**src/logic/engine_cfg_pkg.sv**
```systemverilog
package engine_cfg_pkg;

    // ------------------------------------------------------------
    // Widths
    // ------------------------------------------------------------
    localparam int data_w  = 32;
    localparam int addr_w  = 32;
    localparam int shift_w = 5;
    localparam int kind_w  = 3;
    localparam int cmd_w   = 2;

    // Record length and slot index width
    localparam int seq_len = 8;
    localparam int slot_w  = $clog2(seq_len);

    // Both FIFOs share depth and threshold
    localparam int fifo_depth  = 16;
    localparam int prog_thresh = 8;

    // ------------------------------------------------------------
    // Buffer kinds
    // ------------------------------------------------------------
    // Only these two carry setup data
    localparam logic [kind_w-1:0] kind_cu_setup     = 3'd6;
    localparam logic [kind_w-1:0] kind_engine_setup = 3'd7;

    // ------------------------------------------------------------
    // Slot map of one configuration record
    // ------------------------------------------------------------
    localparam logic [slot_w-1:0] slot_flags  = 3'd0;
    localparam logic [slot_w-1:0] slot_start  = 3'd1;
    localparam logic [slot_w-1:0] slot_end    = 3'd2;
    localparam logic [slot_w-1:0] slot_stride = 3'd3;
    localparam logic [slot_w-1:0] slot_gran   = 3'd4;
    localparam logic [slot_w-1:0] slot_cmd    = 3'd5;
    localparam logic [slot_w-1:0] slot_size   = 3'd6;
    localparam logic [slot_w-1:0] slot_const  = 3'd7;

    // Memory response word
    typedef struct packed {
        logic [kind_w-1:0]  kind;
        logic [addr_w-1:0]  offset;
        logic [shift_w-1:0] shift;
        logic [data_w-1:0]  data;
    } response_word_t;

    // Finished configuration record
    typedef struct packed {
        logic              increment;
        logic              decrement;
        logic              mode_sequence;
        logic              mode_buffer;
        logic              mode_counter;
        logic [data_w-1:0] index_start;
        logic [data_w-1:0] index_end;
        logic [data_w-1:0] stride;
        logic [data_w-2:0] granularity;
        logic              direction;
        logic [cmd_w-1:0]  cmd;
        logic [kind_w-1:0] buffer;
        logic [data_w-1:0] array_size;
        logic [data_w-1:0] const_value;
    } cfg_record_t;

endpackage : engine_cfg_pkg

```
**src/logic/sync_fifo.sv**
```systemverilog
`timescale 1ns/1ps

module sync_fifo #(
    parameter type payload_t = logic [7:0],
    parameter int  depth     = engine_cfg_pkg::fifo_depth
) (
    input  logic     ap_clk,
    input  logic     reset,
    input  logic     wr_en,
    input  payload_t din,
    input  logic     rd_en,
    output payload_t dout,
    output logic     valid,
    output logic     empty,
    output logic     full,
    output logic     prog_full
);

    localparam int ptr_w = $clog2(depth);
    localparam int cnt_w = $clog2(depth + 1);

    localparam logic [ptr_w-1:0] last_ptr   = ptr_w'(depth - 1);
    localparam logic [cnt_w-1:0] full_cnt   = cnt_w'(depth);
    localparam logic [cnt_w-1:0] thresh_cnt = cnt_w'(engine_cfg_pkg::prog_thresh);

    // ------------------------------------------------------------
    // Storage and pointers
    // ------------------------------------------------------------
    payload_t         mem [depth];
    logic [ptr_w-1:0] wr_ptr;
    logic [ptr_w-1:0] rd_ptr;
    logic [cnt_w-1:0] count;
    logic             wr_ok;
    logic             rd_ok;

    // Writes into a full FIFO and reads from an empty one are dropped
    assign wr_ok = wr_en & ~full;
    assign rd_ok = rd_en & ~empty;

    assign empty     = (count == '0);
    assign full      = (count == full_cnt);
    assign prog_full = (count >= thresh_cnt);

    always_ff @(posedge ap_clk) begin
        if (wr_ok) begin
            mem[wr_ptr] <= din;
        end
        if (rd_ok) begin
            dout <= mem[rd_ptr];
        end
    end

    always_ff @(posedge ap_clk) begin
        if (reset) begin
            wr_ptr <= '0;
            rd_ptr <= '0;
            count  <= '0;
            valid  <= 1'b0;
        end else begin
            // Read data shows up one cycle after the pop
            valid <= rd_ok;
            if (wr_ok) begin
                wr_ptr <= (wr_ptr == last_ptr) ? '0 : wr_ptr + 1'b1;
            end
            if (rd_ok) begin
                rd_ptr <= (rd_ptr == last_ptr) ? '0 : rd_ptr + 1'b1;
            end
            case ({wr_ok, rd_ok})
                2'b10:   count <= count + 1'b1;
                2'b01:   count <= count - 1'b1;
                default: count <= count;
            endcase
        end
    end

endmodule : sync_fifo

```
**config.mk**
```make
export PLATFORM = sky130hd
export DESIGN_NAME = sync_fifo
export DESIGN_NICKNAME = d
export VERILOG_FILES = /design/src/logic/engine_cfg_pkg.sv /design/src/logic/sync_fifo.sv
export SDC_FILE = /design/constraint.sdc
export NUM_CORES = 1
export LEC_CHECK = 0
export ABC_AREA = 1
export BUFFER_PORTS_ARGS = -buffer_cell sky130_fd_sc_hd__buf_2
export CELL_PAD_IN_SITES_DETAIL_PLACEMENT = 0
export CELL_PAD_IN_SITES_GLOBAL_PLACEMENT = 1
export CORE_AREA = 2 2 83 165
export DETAILED_ROUTE_END_ITERATION = 10
export DIE_AREA = 0 0 85 167
export GPL_TIMING_DRIVEN = 0
export PLACE_DENSITY_LB_ADDON = 0.1
export SYNTH_ARGS = -nofsm -noshare
export SYNTH_HDL_FRONTEND = slang
export SYNTH_SLANG_ARGS = --single-unit
```
**constraint.sdc**
```tcl
create_clock -name ap_clk -period 3.4 [get_ports ap_clk]
set_input_delay 0.68 -clock ap_clk [delete_from_list [all_inputs] [get_ports ap_clk]]
set_output_delay 0.68 -clock ap_clk [all_outputs]
set_load 0.005 [all_outputs]
```
# --- Word level (Yosys, flattened, before mapping) ---
# Memory sizes are Yosys's and may differ from the RTL's. A register that Yosys moved wholly into a read port is not among the register bits.
# Index checks and enable logic that the tools add are counted.
word_totals:
  output_inout_bits: 12
  register_bits: 14
  wordCells: 26
  ram_bits: 128
  memories: 1
op_classes:
  n_bitwise: 4
  addsub: 4
  reduce_logical: 2
  magnitude_cmp: 1
  n_eq_ne: 5
  n_mux: 5
mem_list:
  columns: ["memory", "depth", "word_bits", "read_ports", "rd_clocked_by_memory_dff", "wr", "line_no", "source"]
  rows:
  - ["mem", 16, 8, 1, 1, 1, "sync_fifo.sv:29", "payload_t mem [depth];"]
op_table:
  columns: ["operator", "n"]
  rows:
  - ["$pmux 5 s2", 1]
  - ["$add 4x1->4 const B", 2]
  - ["$eq 4x4->1 const B", 2]
  - ["$mux 4", 2]
  - ["$add 5x1->5 const B", 1]
  - ["$eq 5x5->1 const B", 1]
  - ["$ge 5x4->1 const B", 1]
  - ["$logic_not 5->1", 1]
  - ["$sub 5x1->5 const B", 1]
  - ["$and 1x1->1", 2]
  - ["$eq 2x1->1 const B", 1]
  - ["$eq 2x2->1 const B", 1]
  - ["$mux 1", 2]
  - ["$not 1->1", 2]
  - ["$reduce_bool 2->1", 1]

# --- Depth between registers and ports, before layout ---
# Gate-level depths: netlist (run 1).
logic_depth:
  depth_word: 5
  mapped_depth: 13

# --- Least setup slack after synthesis (run 1) ---
# Ideal clock, no wire load.
synth_timing:
  kind: "input -> register"
  from: "input port rd_en"
  to: "register count[3]"
  path_stages: 9
  slack_ns: 1.063
  arrival_ns: 2.222
  path_cell_list: "nand2_1 > inv_1 > ha_1 > ha_1 > or2_2 > nand3_1 > nand2_1 > o21ai_0 > inv_1"
synth_via:
  elab_chain_len: 3
  word_cells_on_any_way: 5
synth_rtl:
  columns: ["item", "line_no", "source"]
  rows:
  - ["from (decl)", "sync_fifo.sv:11", "input logic rd_en,"]
  - ["$and 1x1->1 (*)", "sync_fifo.sv:38", "assign rd_ok = rd_en & ~empty;"]
  - ["named net rd_ok", "sync_fifo.sv:34", "logic rd_ok;"]
  - ["$eq 2x1->1 or $eq 2x2->1 (tied branches)", "sync_fifo.sv:68", "case ({wr_ok, rd_ok})"]
  - ["$pmux 5 s2 or $reduce_bool 2->1 (tied branches)", null, null]
  - ["to (signal assigned)", "sync_fifo.sv:69", "2'b10: count <= count + 1'b1;"]
  - ["to (signal assigned)", "sync_fifo.sv:70", "2'b01: count <= count - 1'b1;"]
  - ["to (signal assigned)", "sync_fifo.sv:71", "default: count <= count;"]
  - ["to (decl)", "sync_fifo.sv:32", "logic [cnt_w-1:0] count;"]
# Mark *: on every way through the listed nets, which the timed path passes. The rest lies on a longest branch.
# A chain may end at the register's enable or synchronous reset.

# --- Worst setup path in the final report (run 1) ---
layout_timing:
  from: "register count[0]"
  to: "register count[3]"
layout_via:
  elab_chain_len: 5
  word_cells_on_any_way: 12
layout_rtl:
  columns: ["item", "line_no", "source"]
  rows:
  - ["$logic_not 5->1 (*)", "sync_fifo.sv:40", "assign empty = (count == '0);"]
  - ["$not 1->1 (*)", "sync_fifo.sv:38", null]
  - ["$and 1x1->1 (*)", "sync_fifo.sv:38", null]
  - ["named net rd_ok", "sync_fifo.sv:34", null]
  - ["$eq 2x1->1 or $eq 2x2->1 (tied branches)", "sync_fifo.sv:68", null]
  - ["$pmux 5 s2 or $reduce_bool 2->1 (tied branches)", null, null]
# Marks and branches as above.

==> impl_metrics.json, run 1 <==
{
  "rsz0062_at_grt": "no",
  "ys_top_cells_by_area": "edfxtp_1 62%, nand2_1 14%, inv_1 5.4%",
  "synth_cells": 670,
  "hold_viol_final": 0,
  "async_flop_share_pct": 0,
  "status": "completed",
  "synth.largest_area_cell": "edfxtp_1",
  "synth.cell_area_mm2": 0.00659,
  "cp.required_ns": 3.71,
  "p_leak_nw": 3.25,
  "yosysSeqAreaShare_pct": 66.3,
  "first_pass_iters": 5,
  "final_max_slew_viol_count": 0,
  "grt_pass1_vias": 4407,
  "end_kind": "register",
  "yosysTopAreaCellShare_pct": 62.0,
  "synth_warnings": 0,
  "clockBufferDepth": 2,
  "cts_max_level": 4,
  "synth_seq_cells": 150,
  "relSlewSlack_pct": 43.5,
  "hold_path.class": "reg2reg",
  "die_x_um": 85,
  "cts_sinks": 150,
  "num_rows": 59,
  "die_y_um": 167,
  "core_area_mm2": 0.0129,
  "fin_nets": 733,
  "ys.flop_type": "edfxtp_1",
  "root_buffer": "clkbuf_16",
  "wl_per_cell_um": 17.8,
  "grt_max_degree": 17,
  "numPortBuffers": 22,
  "grt_overflow": 0,
  "cts_buffers": 17,
  "drive_above_1_share_pct": 10.2,
  "critical_path_class": "reg2reg",
  "antenna_found_initial": 0,
  "power.density_mw_per_mm2": 726,
  "vdd_drop_max_mv": 0.546,
  "clk_pin_slew_ns": 0.06,
  "drt_iter0_drc": 356,
  "hold_buffers": 0,
  "synthDistinctLibCells": 21,
  "viasPerCell": 5.05,
  "hold_ws_ns": 0.531,
  "initial_core_util_pct": 51.0,
  "crit_arrival_ns": 3.21,
  "max_clock_freq_mhz": 344,
  "syn_nets": 692,
  "worstSkewPairLatency_ns": 0.42,
  "fin_skew_ns": 0.0117,
  "dpl-instance-area_mm2": 0.00689,
  "vias": 4420,
  "n_antenna_cell": 0,
  "avgSynthCellArea_um2": 9.83,
  "die_area_mm2": 0.0142,
  "crit_fanout": 11,
  "grt_usage_pct": 23.1,
  "cts_tree": "built",
  "routed_wirelength_mm": 15.6,
  "ctsResizeCount": 0,
  "max_slew.worst_pin.slew_ns": 0.845,
  "grt_pass1_wl_mm": 23.5,
  "antenna_left": 0,
  "post_cts_buffers": 0,
  "max_cap_viol_count": 0,
  "fin_crit_sh_pct": 85.4,
  "synth_edf_count": 136,
  "startpoint_type": "register",
  "dp_hpwl_mm": 11.5,
  "final_cell_area_mm2": 0.00747,
  "drc": 0,
  "area_delta_synth_final_pct": 13.5,
  "min_period_ns": 2.90,
  "ios": 24,
  "tns_ns": 0,
  "gp_congestion": 0.950,
  "final-setup-viol-count": 0
}
## registers in the layout, summed over array words and instances, names as in the netlist
signal,flops
valid,1
count,5
mem,128
dout,8
wr_ptr,4
rd_ptr,4
## power breakdown
group	internal (W)	switching (W)
sequential	0.00217	0.0000646
combinational	0.000425	0.000932
clock	0.00107	0.000766
total	0.00366	0.00176
## through the flow
stage          power, W  util [%]  worst slack, ns  std cells
2_1_floorplan   0.00314         -             1.06        670
3_3_place_gp    0.00361      53.3            0.466        844
3_5_place_dp    0.00364      53.3            0.409        844
4_1_cts         0.00546      57.8            0.461        876
5_1_grt         0.00569      57.8            0.282        876
6_report        0.00542      57.8            0.496        876
## area by class of cell
class | instances | area (um^2)
well taps | 152 | 190
clock buffers | 19 | 453
plain buffers | 24 | 119
clock inverters | 13 | 135
repair buffers | 22 | 110
inverters | 96 | 360
multi-input cells | 400 | 1740
flip-flops and latches | 150 | 4360
fillers | 1160 | 5450
## metal layers
metal  GRT usage, %  vias up  wire, um  part of all wire [%]
met5              0        -         0                     0
met4           15.4        0       853                   5.5
met3           3.42       36       444                   2.9
met2           43.4      101      8840                    57
met1           22.3     2061      5410                    35
li1               -     2222         -                     -
## worst paths after layout
kind	from	endpoint	slack [ns]	depth (start not counted)
worst max-delay path	count[0]	count[3]	0.50	11
worst min-delay path	wr_ptr[3]	wr_ptr[3]	0.53	2
worst max register to register	count[0]	count[3]	0.50	11
worst min register to register	wr_ptr[3]	wr_ptr[3]	0.53	2
## cell families after synthesis
| kind of cell | count (synthesis) | synth area share, % |
|---|---|---|
| AO/OA/AOI/OAI | 23 | 1.75 |
| XOR/XNOR | 5 | 0.665 |
| adder cells (fa/ha/maj) | 10 | 2.01 |
| buffers and inverters | 120 | 7.28 |
| flip-flops | 150 | 66.3 |
| AND/OR/NAND/NOR | 362 | 22.0 |
## synthesized netlist by cell type (2+ instances only)
cell and count:
a21oi_1 8, buf_2 14, buf_4 3, clkbuf_1 7
dfxtp_1 14, edfxtp_1 136, ha_1 9, inv_1 94
nand2_1 240, nand3_1 65, nor2_1 53, o21ai_0 10
o21ai_1 5, or2_2 2, xor2_1 4
## placed cells by master (no fill, tap or decap)
| cell | synthesis | routed |
|---|---|---|
| bufinv_16 | 0 | 1 |
| clkbuf_1 | 7 | 7 |
| xor2_1 | 4 | 4 |
| clkinv_1 | 1 | 1 |
| inv_6 | 0 | 6 |
| nand2_1 | 240 | 240 |
| or2_2 | 2 | 2 |
| ha_1 | 9 | 9 |
| o21ai_1 | 5 | 5 |
| clkinv_4 | 0 | 3 |
| inv_2 | 1 | 1 |
| inv_8 | 0 | 1 |
| edfxtp_1 | 136 | 136 |
| clkbuf_8 | 0 | 2 |
| clkbuf_16 | 0 | 17 |
| xnor2_1 | 1 | 1 |
| fa_1 | 1 | 1 |
| a21oi_1 | 8 | 8 |
| nor2_1 | 53 | 53 |
| nand2b_1 | 1 | 1 |
| buf_4 | 3 | 3 |
| clkinvlp_4 | 0 | 2 |
| buf_2 | 14 | 36 |
| nand3_1 | 65 | 65 |
| nand4_1 | 1 | 1 |
| inv_1 | 94 | 94 |
| dfxtp_1 | 14 | 14 |
| o21ai_0 | 10 | 10 |
## worst max-delay path, stage by stage (launching register included)
cell	delay (ns)
dfxtp_1	0.44
nor2_1	0.10
nand3_1	0.17
nand2_1	0.21
inv_1	0.49
ha_1	0.42
ha_1	0.31
or2_2	0.32
nand3_1	0.08
nand2_1	0.04
o21ai_0	0.15
inv_1	0.05
(Power assumes the default switching activity.)
==> run 2, diff against run 1 <==
--- a/config.mk
+++ b/config.mk
@@ -13,7 +13,9 @@
 export DETAILED_ROUTE_END_ITERATION = 10
 export DIE_AREA = 0 0 85 167
 export GPL_TIMING_DRIVEN = 0
-export PLACE_DENSITY_LB_ADDON = 0.1
+export PLACE_DENSITY = 0.91
+export RECOVER_POWER = 25
+export SKIP_CTS_REPAIR_TIMING = 1
 export SYNTH_ARGS = -nofsm -noshare
 export SYNTH_HDL_FRONTEND = slang
 export SYNTH_SLANG_ARGS = --single-unit
==> run 2 against run 1 <==
Against the previous run:
- cell count did not move
- total power fell by 1.6%
- clock power fell by 5%
- sequential power barely moved
- maximum frequency rose by 3.1%
- routed wire length rose by 3.2%
- worst hold slack improved by 0.016 ns
- first-iteration DRC count fell by 9.6%
- highest routed layer unchanged
- critical path depth did not move
- combinational power barely moved
==> impl_metrics.json, run 2 (same netlist as run 1, synthesis figures left out) <==
{
  "status": "completed",
  "gp_congestion": 0.941,
  "hold_path.class": "reg2reg",
  "cp_top_family": "simple AND/OR/NAND/NOR gates",
  "clockBufferDepth": 2,
  "area_delta_synth_final_pct": 12.7,
  "final_cells": 876,
  "grt_pass1_wl_mm": 23.7,
  "crit_chain": "nor2_1, nand3_1, nand2_1, inv_1, ha_1, ha_1, or2_2, nand3_1, nand2_1, o21ai_0, inv_1",
  "startpoint_type": "register",
  "grt_overflow": 0,
  "tns_ns": 0,
  "layout_common_cells": "240 x nand2_1, 136 x edfxtp_1, 94 x inv_1",
  "final_util_pct": 57.5,
  "first_pass_iters": 4,
  "ios": 24,
  "wl_per_cell_um": 18.3,
  "hold_viol_final": 0,
  "num_rows": 59,
  "cts_max_level": 4,
  "viasPerCell": 5.25,
  "power.density_mw_per_mm2": 719,
  "n_antenna_cell": 0,
  "cts_tree": "built",
  "die_y_um": 167,
  "final_max_slew_viol_count": 0,
  "dpl.cell_count": 844,
  "drive_above_1_share_pct": 9.25,
  "worstSkewPairLatency_ns": 0.43,
  "grt_pass1_vias": 4427,
  "biggestRegsByFlops": "mem x128, dout x8, count x5",
  "dp_hpwl_mm": 11.3,
  "routed_wirelength_mm": 16.0,
  "numPortBuffers": 22,
  "crit_fanout": 11,
  "initial_core_util_pct": 51.0,
  "drt_iter0_drc": 322,
  "die_x_um": 85,
  "n_fill_cell": 1075,
  "slowest_stage": "inv_1",
  "relSlewSlack_pct": 33.3,
  "rsz0062_at_grt": "no",
  "antenna_left": 0,
  "fin_nets": 733,
  "root_buffer": "clkbuf_16",
  "regMostFlops": "mem",
  "p_leak_nw": 3.21,
  "r2r_slack_ns": 0.58,
  "grt_max_degree": 17,
  "cts_sinks": 150,
  "fin_skew_ns": 0.0109,
  "antenna_found_initial": 0,
  "end_kind": "register",
  "cts_buffers": 17,
  "fin_crit_sh_pct": 82.9,
  "final_common_cell": "nand2_1",
  "max_clock_freq_mhz": 355,
  "grt_usage_pct": 23.1,
  "cp_num_buf_inv": 2,
  "min_period_ns": 2.82,
  "die_area_mm2": 0.0142,
  "max_cap_viol_count": 0,
  "final-setup-viol-count": 0,
  "vdd_drop_max_mv": 0.786,
  "max_slew.worst_pin.slew_ns": 1.00,
  "vias": 4598,
  "largest_reg_flops": 128,
  "critPathMaxStageDelay_ns": 0.46,
  "critical_path_class": "reg2reg",
  "cp.required_ns": 3.72,
  "core_area_mm2": 0.0129,
  "drc": 0,
  "crit_arrival_ns": 3.14,
  "clk_pin_slew_ns": 0.06
}
run 2: final cells by class:
| cell class | instances | area, um^2 | share of cell area, % |
|---|---|---|---|
| Inverter | 96 | 360 | 4.85 |
| Multi-Input combinational cell | 400 | 1740 | 23.5 |
| Buffer | 24 | 119 | 1.60 |
| Clock buffer | 17 | 425 | 5.73 |
| Clock inverter | 15 | 120 | 1.62 |
| Timing Repair Buffer | 22 | 103 | 1.38 |
| Tap cell | 152 | 190 | 2.56 |
| Sequential cell | 150 | 4360 | 58.8 |
run 2: worst reg2reg max path: stages (launching register included):
cell     delay, ns
dfxtp_1       0.43
nor2_1        0.09
nand3_1       0.15
nand2_1       0.19
inv_1         0.46
ha_1          0.39
ha_1          0.31
or2_2         0.32
nand3_1       0.08
nand2_1       0.06
o21ai_0       0.15
inv_1         0.06
run 2: metal layers:
layer | share of wire (%) | GRT usage (%) | wire length (um)
met1 | 35 | 24.0 | 5580
met4 | 5.2 | 13.5 | 827
met3 | 4.5 | 4.21 | 723
met2 | 56 | 42.0 | 8910
met5 | 0 | 0 | 0
run 2: stage by stage:
stage                     power (W)  hold slack (ns)  instance area (um^2)  setup WS [ns]
final                       0.00534            0.547                  7420          0.582
after global routing        0.00556            0.561                  7420          0.317
after CTS                   0.00535            0.543                  7430          0.562
after detailed placement    0.00364            0.531                  6890          0.473
after global placement      0.00360            0.513                  6890          0.523
after floorplan             0.00314            0.490                  6590           1.06
run 2: where the power goes:
part	internal, W	total, W	switching, W
clock	0.000947	0.00174	0.000788
sequential	0.00217	0.00224	0.0000662
combinational	0.000425	0.00137	0.000942
run 2: worst paths after layout:
kind                            startpoint  endpoint  cells past startpoint
worst min-delay path              count[1]  count[1]                      2
worst max register to register    count[0]  count[3]                     11
worst min register to register    count[1]  count[1]                      2
worst max-delay path              count[0]  count[3]                     11
==> run 3, diff against run 2 <==
--- a/config.mk
+++ b/config.mk
@@ -9,11 +9,11 @@
 export BUFFER_PORTS_ARGS = -buffer_cell sky130_fd_sc_hd__buf_2
 export CELL_PAD_IN_SITES_DETAIL_PLACEMENT = 0
 export CELL_PAD_IN_SITES_GLOBAL_PLACEMENT = 1
-export CORE_AREA = 2 2 83 165
+export CORE_AREA = 2 2 90 179
 export DETAILED_ROUTE_END_ITERATION = 10
-export DIE_AREA = 0 0 85 167
+export DIE_AREA = 0 0 92 181
 export GPL_TIMING_DRIVEN = 0
-export PLACE_DENSITY = 0.91
+export PLACE_DENSITY = 0.83
 export RECOVER_POWER = 25
 export SKIP_CTS_REPAIR_TIMING = 1
 export SYNTH_ARGS = -nofsm -noshare
==> constraint.sdc (replaced) <==
create_clock -name ap_clk -period 2.4 [get_ports ap_clk]
set_input_delay 0.48 -clock ap_clk [delete_from_list [all_inputs] [get_ports ap_clk]]
set_output_delay 0.48 -clock ap_clk [all_outputs]
set_load 0.005 [all_outputs]
==> run 3 against run 2 <==
Against the previous run:
- sequential share of layout area decreased by 1.0 points
- critical endpoint unchanged
- critical path depth unchanged
- clock skew decreased by 0.0025 ns
- worst hold slack got worse by 0.17 ns
- worst setup slack got worse by 0.46 ns
==> impl_metrics.json, run 3 (same netlist as run 1, synthesis figures left out) <==
{
  "dp_hpwl_mm": 11.6,
  "reg2reg_to": "count[3]",
  "cts_tree": "built",
  "final_max_slew_viol_count": 0,
  "viasPerCell": 4.85,
  "n_antenna_cell": 0,
  "relSlewSlack_pct": 34.8,
  "drt_iter0_drc": 335,
  "vias": 4472,
  "routed_wirelength_mm": 16.0,
  "switching_share_pct": 32.0,
  "antenna_found_initial": 0,
  "max_cap_viol_count": 0,
  "final-setup-viol-count": 0,
  "fin_nets": 734,
  "cts_sinks": 150,
  "min_period_ns": 2.27,
  "grt_pass1_vias": 4581,
  "hold_depth": 3,
  "cts_buffers": 17,
  "pwr-share-clk_pct": 33.7,
  "cts_max_level": 4,
  "die_area_mm2": 0.0167,
  "ios": 24,
  "final_common_cell": "nand2_1",
  "status": "completed",
  "initial_core_util_pct": 43.3,
  "gp_congestion": 0.851,
  "grt_pass1_wl_mm": 24.7,
  "seq_power_share_pct": 41.3,
  "largest_reg_flops": 128,
  "fin_skew_ns": 0.00847,
  "worstHoldEndpoint": "valid",
  "power.density_mw_per_mm2": 1020,
  "max_clock_freq_mhz": 440,
  "regMostFlops": "mem",
  "grt_usage_pct": 20.4,
  "final_util_pct": 49.6,
  "worstHoldStart": "rd_en",
  "clk_pin_slew_ns": 0.06,
  "drc": 0,
  "vdd_drop_max_mv": 0.629,
  "fin_crit_sh_pct": 94.7,
  "intPower_w": 0.00524,
  "drive_above_1_share_pct": 10.6,
  "r2r_slack_ns": 0.13,
  "rsz0062_at_grt": "yes",
  "grt_max_degree": 17,
  "layout_common_cells": "239 x nand2_1, 136 x edfxtp_1, 93 x inv_1",
  "critical_path_class": "reg2reg",
  "reg2reg_from": "count[1]",
  "area_delta_synth_final_pct": 14.7,
  "first_pass_iters": 7,
  "core_area_mm2": 0.0152,
  "clockBufferDepth": 2,
  "hold_ws_ns": 0.379,
  "numPortBuffers": 22,
  "wl_per_cell_um": 17.3,
  "p_switching_w": 0.00246,
  "max_slew.worst_pin.slew_ns": 0.977,
  "crit_arrival_ns": 2.59,
  "hold_viol_final": 0,
  "power_frac_comb_pct": 25.0,
  "cp.required_ns": 2.72,
  "root_buffer": "clkbuf_16",
  "biggestRegsByFlops": "mem x128, dout x8, count x5",
  "worstSkewPairLatency_ns": 0.42,
  "end_kind": "register",
  "p_leak_nw": 3.23,
  "hold_path.class": "in2reg",
  "num_rows": 64,
  "startpoint_type": "register",
  "crit_fanout": 7,
  "die_x_um": 92,
  "reg2reg_depth": 11,
  "die_y_um": 181,
  "antenna_left": 0,
  "grt_overflow": 0
}
## run 3: cell types whose count changed in the layout (fill, tap and decap cells not counted), sizes merged
| cell | previous run | this run |
|---|---|---|
| inv | 102 | 97 |
| bufinv | 0 | 2 |
| clkinv | 5 | 8 |
| buf | 33 | 34 |
## run 3: worst max-delay path by stage
stage / from / end / slack (ns) / cells after the start
after floorplan: count[0] / count[3] / 0.15 / 11
after global placement: count[0] / count[3] / -0.48 / 11
after detailed placement: count[0] / count[3] / -0.52 / 11
after CTS: count[0] / count[3] / -0.53 / 11
after global routing: count[1] / count[3] / -0.09 / 11
final: count[1] / count[3] / 0.13 / 11
## run 3: power groups by stage
stage	clock network (W)	logic, W	registers [W]
finish	0.00260	0.00192	0.00318
global route	0.00275	0.00219	0.00320
CTS	0.00261	0.00189	0.00317
detailed placement	0	0.00188	0.00323
global placement	0	0.00185	0.00322
floorplan	0	0.00124	0.00321
## run 3: layout make-up
type | instances | area (um^2)
Tap cell | 198 | 248
Clock inverter | 15 | 154
Inverter | 96 | 364
Sequential cell | 150 | 4360
Fill cell | 1404 | 7660
Multi-Input combinational cell | 400 | 1770
Clock buffer | 17 | 425
Buffer | 24 | 119
Timing Repair Buffer | 23 | 110
## run 3: worst max-delay path: stages, from the launching register on
cell and delay, ns:
dfxtp_1 0.35, nor2_2 0.17, nand3_2 0.17, nand2_4 0.14
clkinvlp_4 0.13, ha_2 0.24, ha_1 0.32, or2_2 0.31
nand3_1 0.08, nand2_1 0.04, o21ai_0 0.15, inv_1 0.06
## run 3: metrics by stage
step	instance area (um^2)	instances	total power (W)	setup slack [ns]	setup TNS (ns)
final	7550	923	0.00770	0.126	0
after global routing	7550	923	0.00814	-0.0929	-0.0929
after CTS	7520	922	0.00767	-0.531	-1.41
after detailed placement	6940	890	0.00511	-0.517	-1.35
after global placement	6940	890	0.00507	-0.484	-1.24
after floorplan	6590	670	0.00445	0.154	0
## run 3: per-layer routing
| metal | GRT usage [%] | vias up | wire [um] |
|---|---|---|---|
| met5 | 0 | - | 0 |
| met4 | 14.5 | 0 | 1120 |
| met3 | 4.13 | 48 | 549 |
| met2 | 38.6 | 128 | 9080 |
| met1 | 18.6 | 2065 | 5210 |
| li1 | - | 2231 | - |
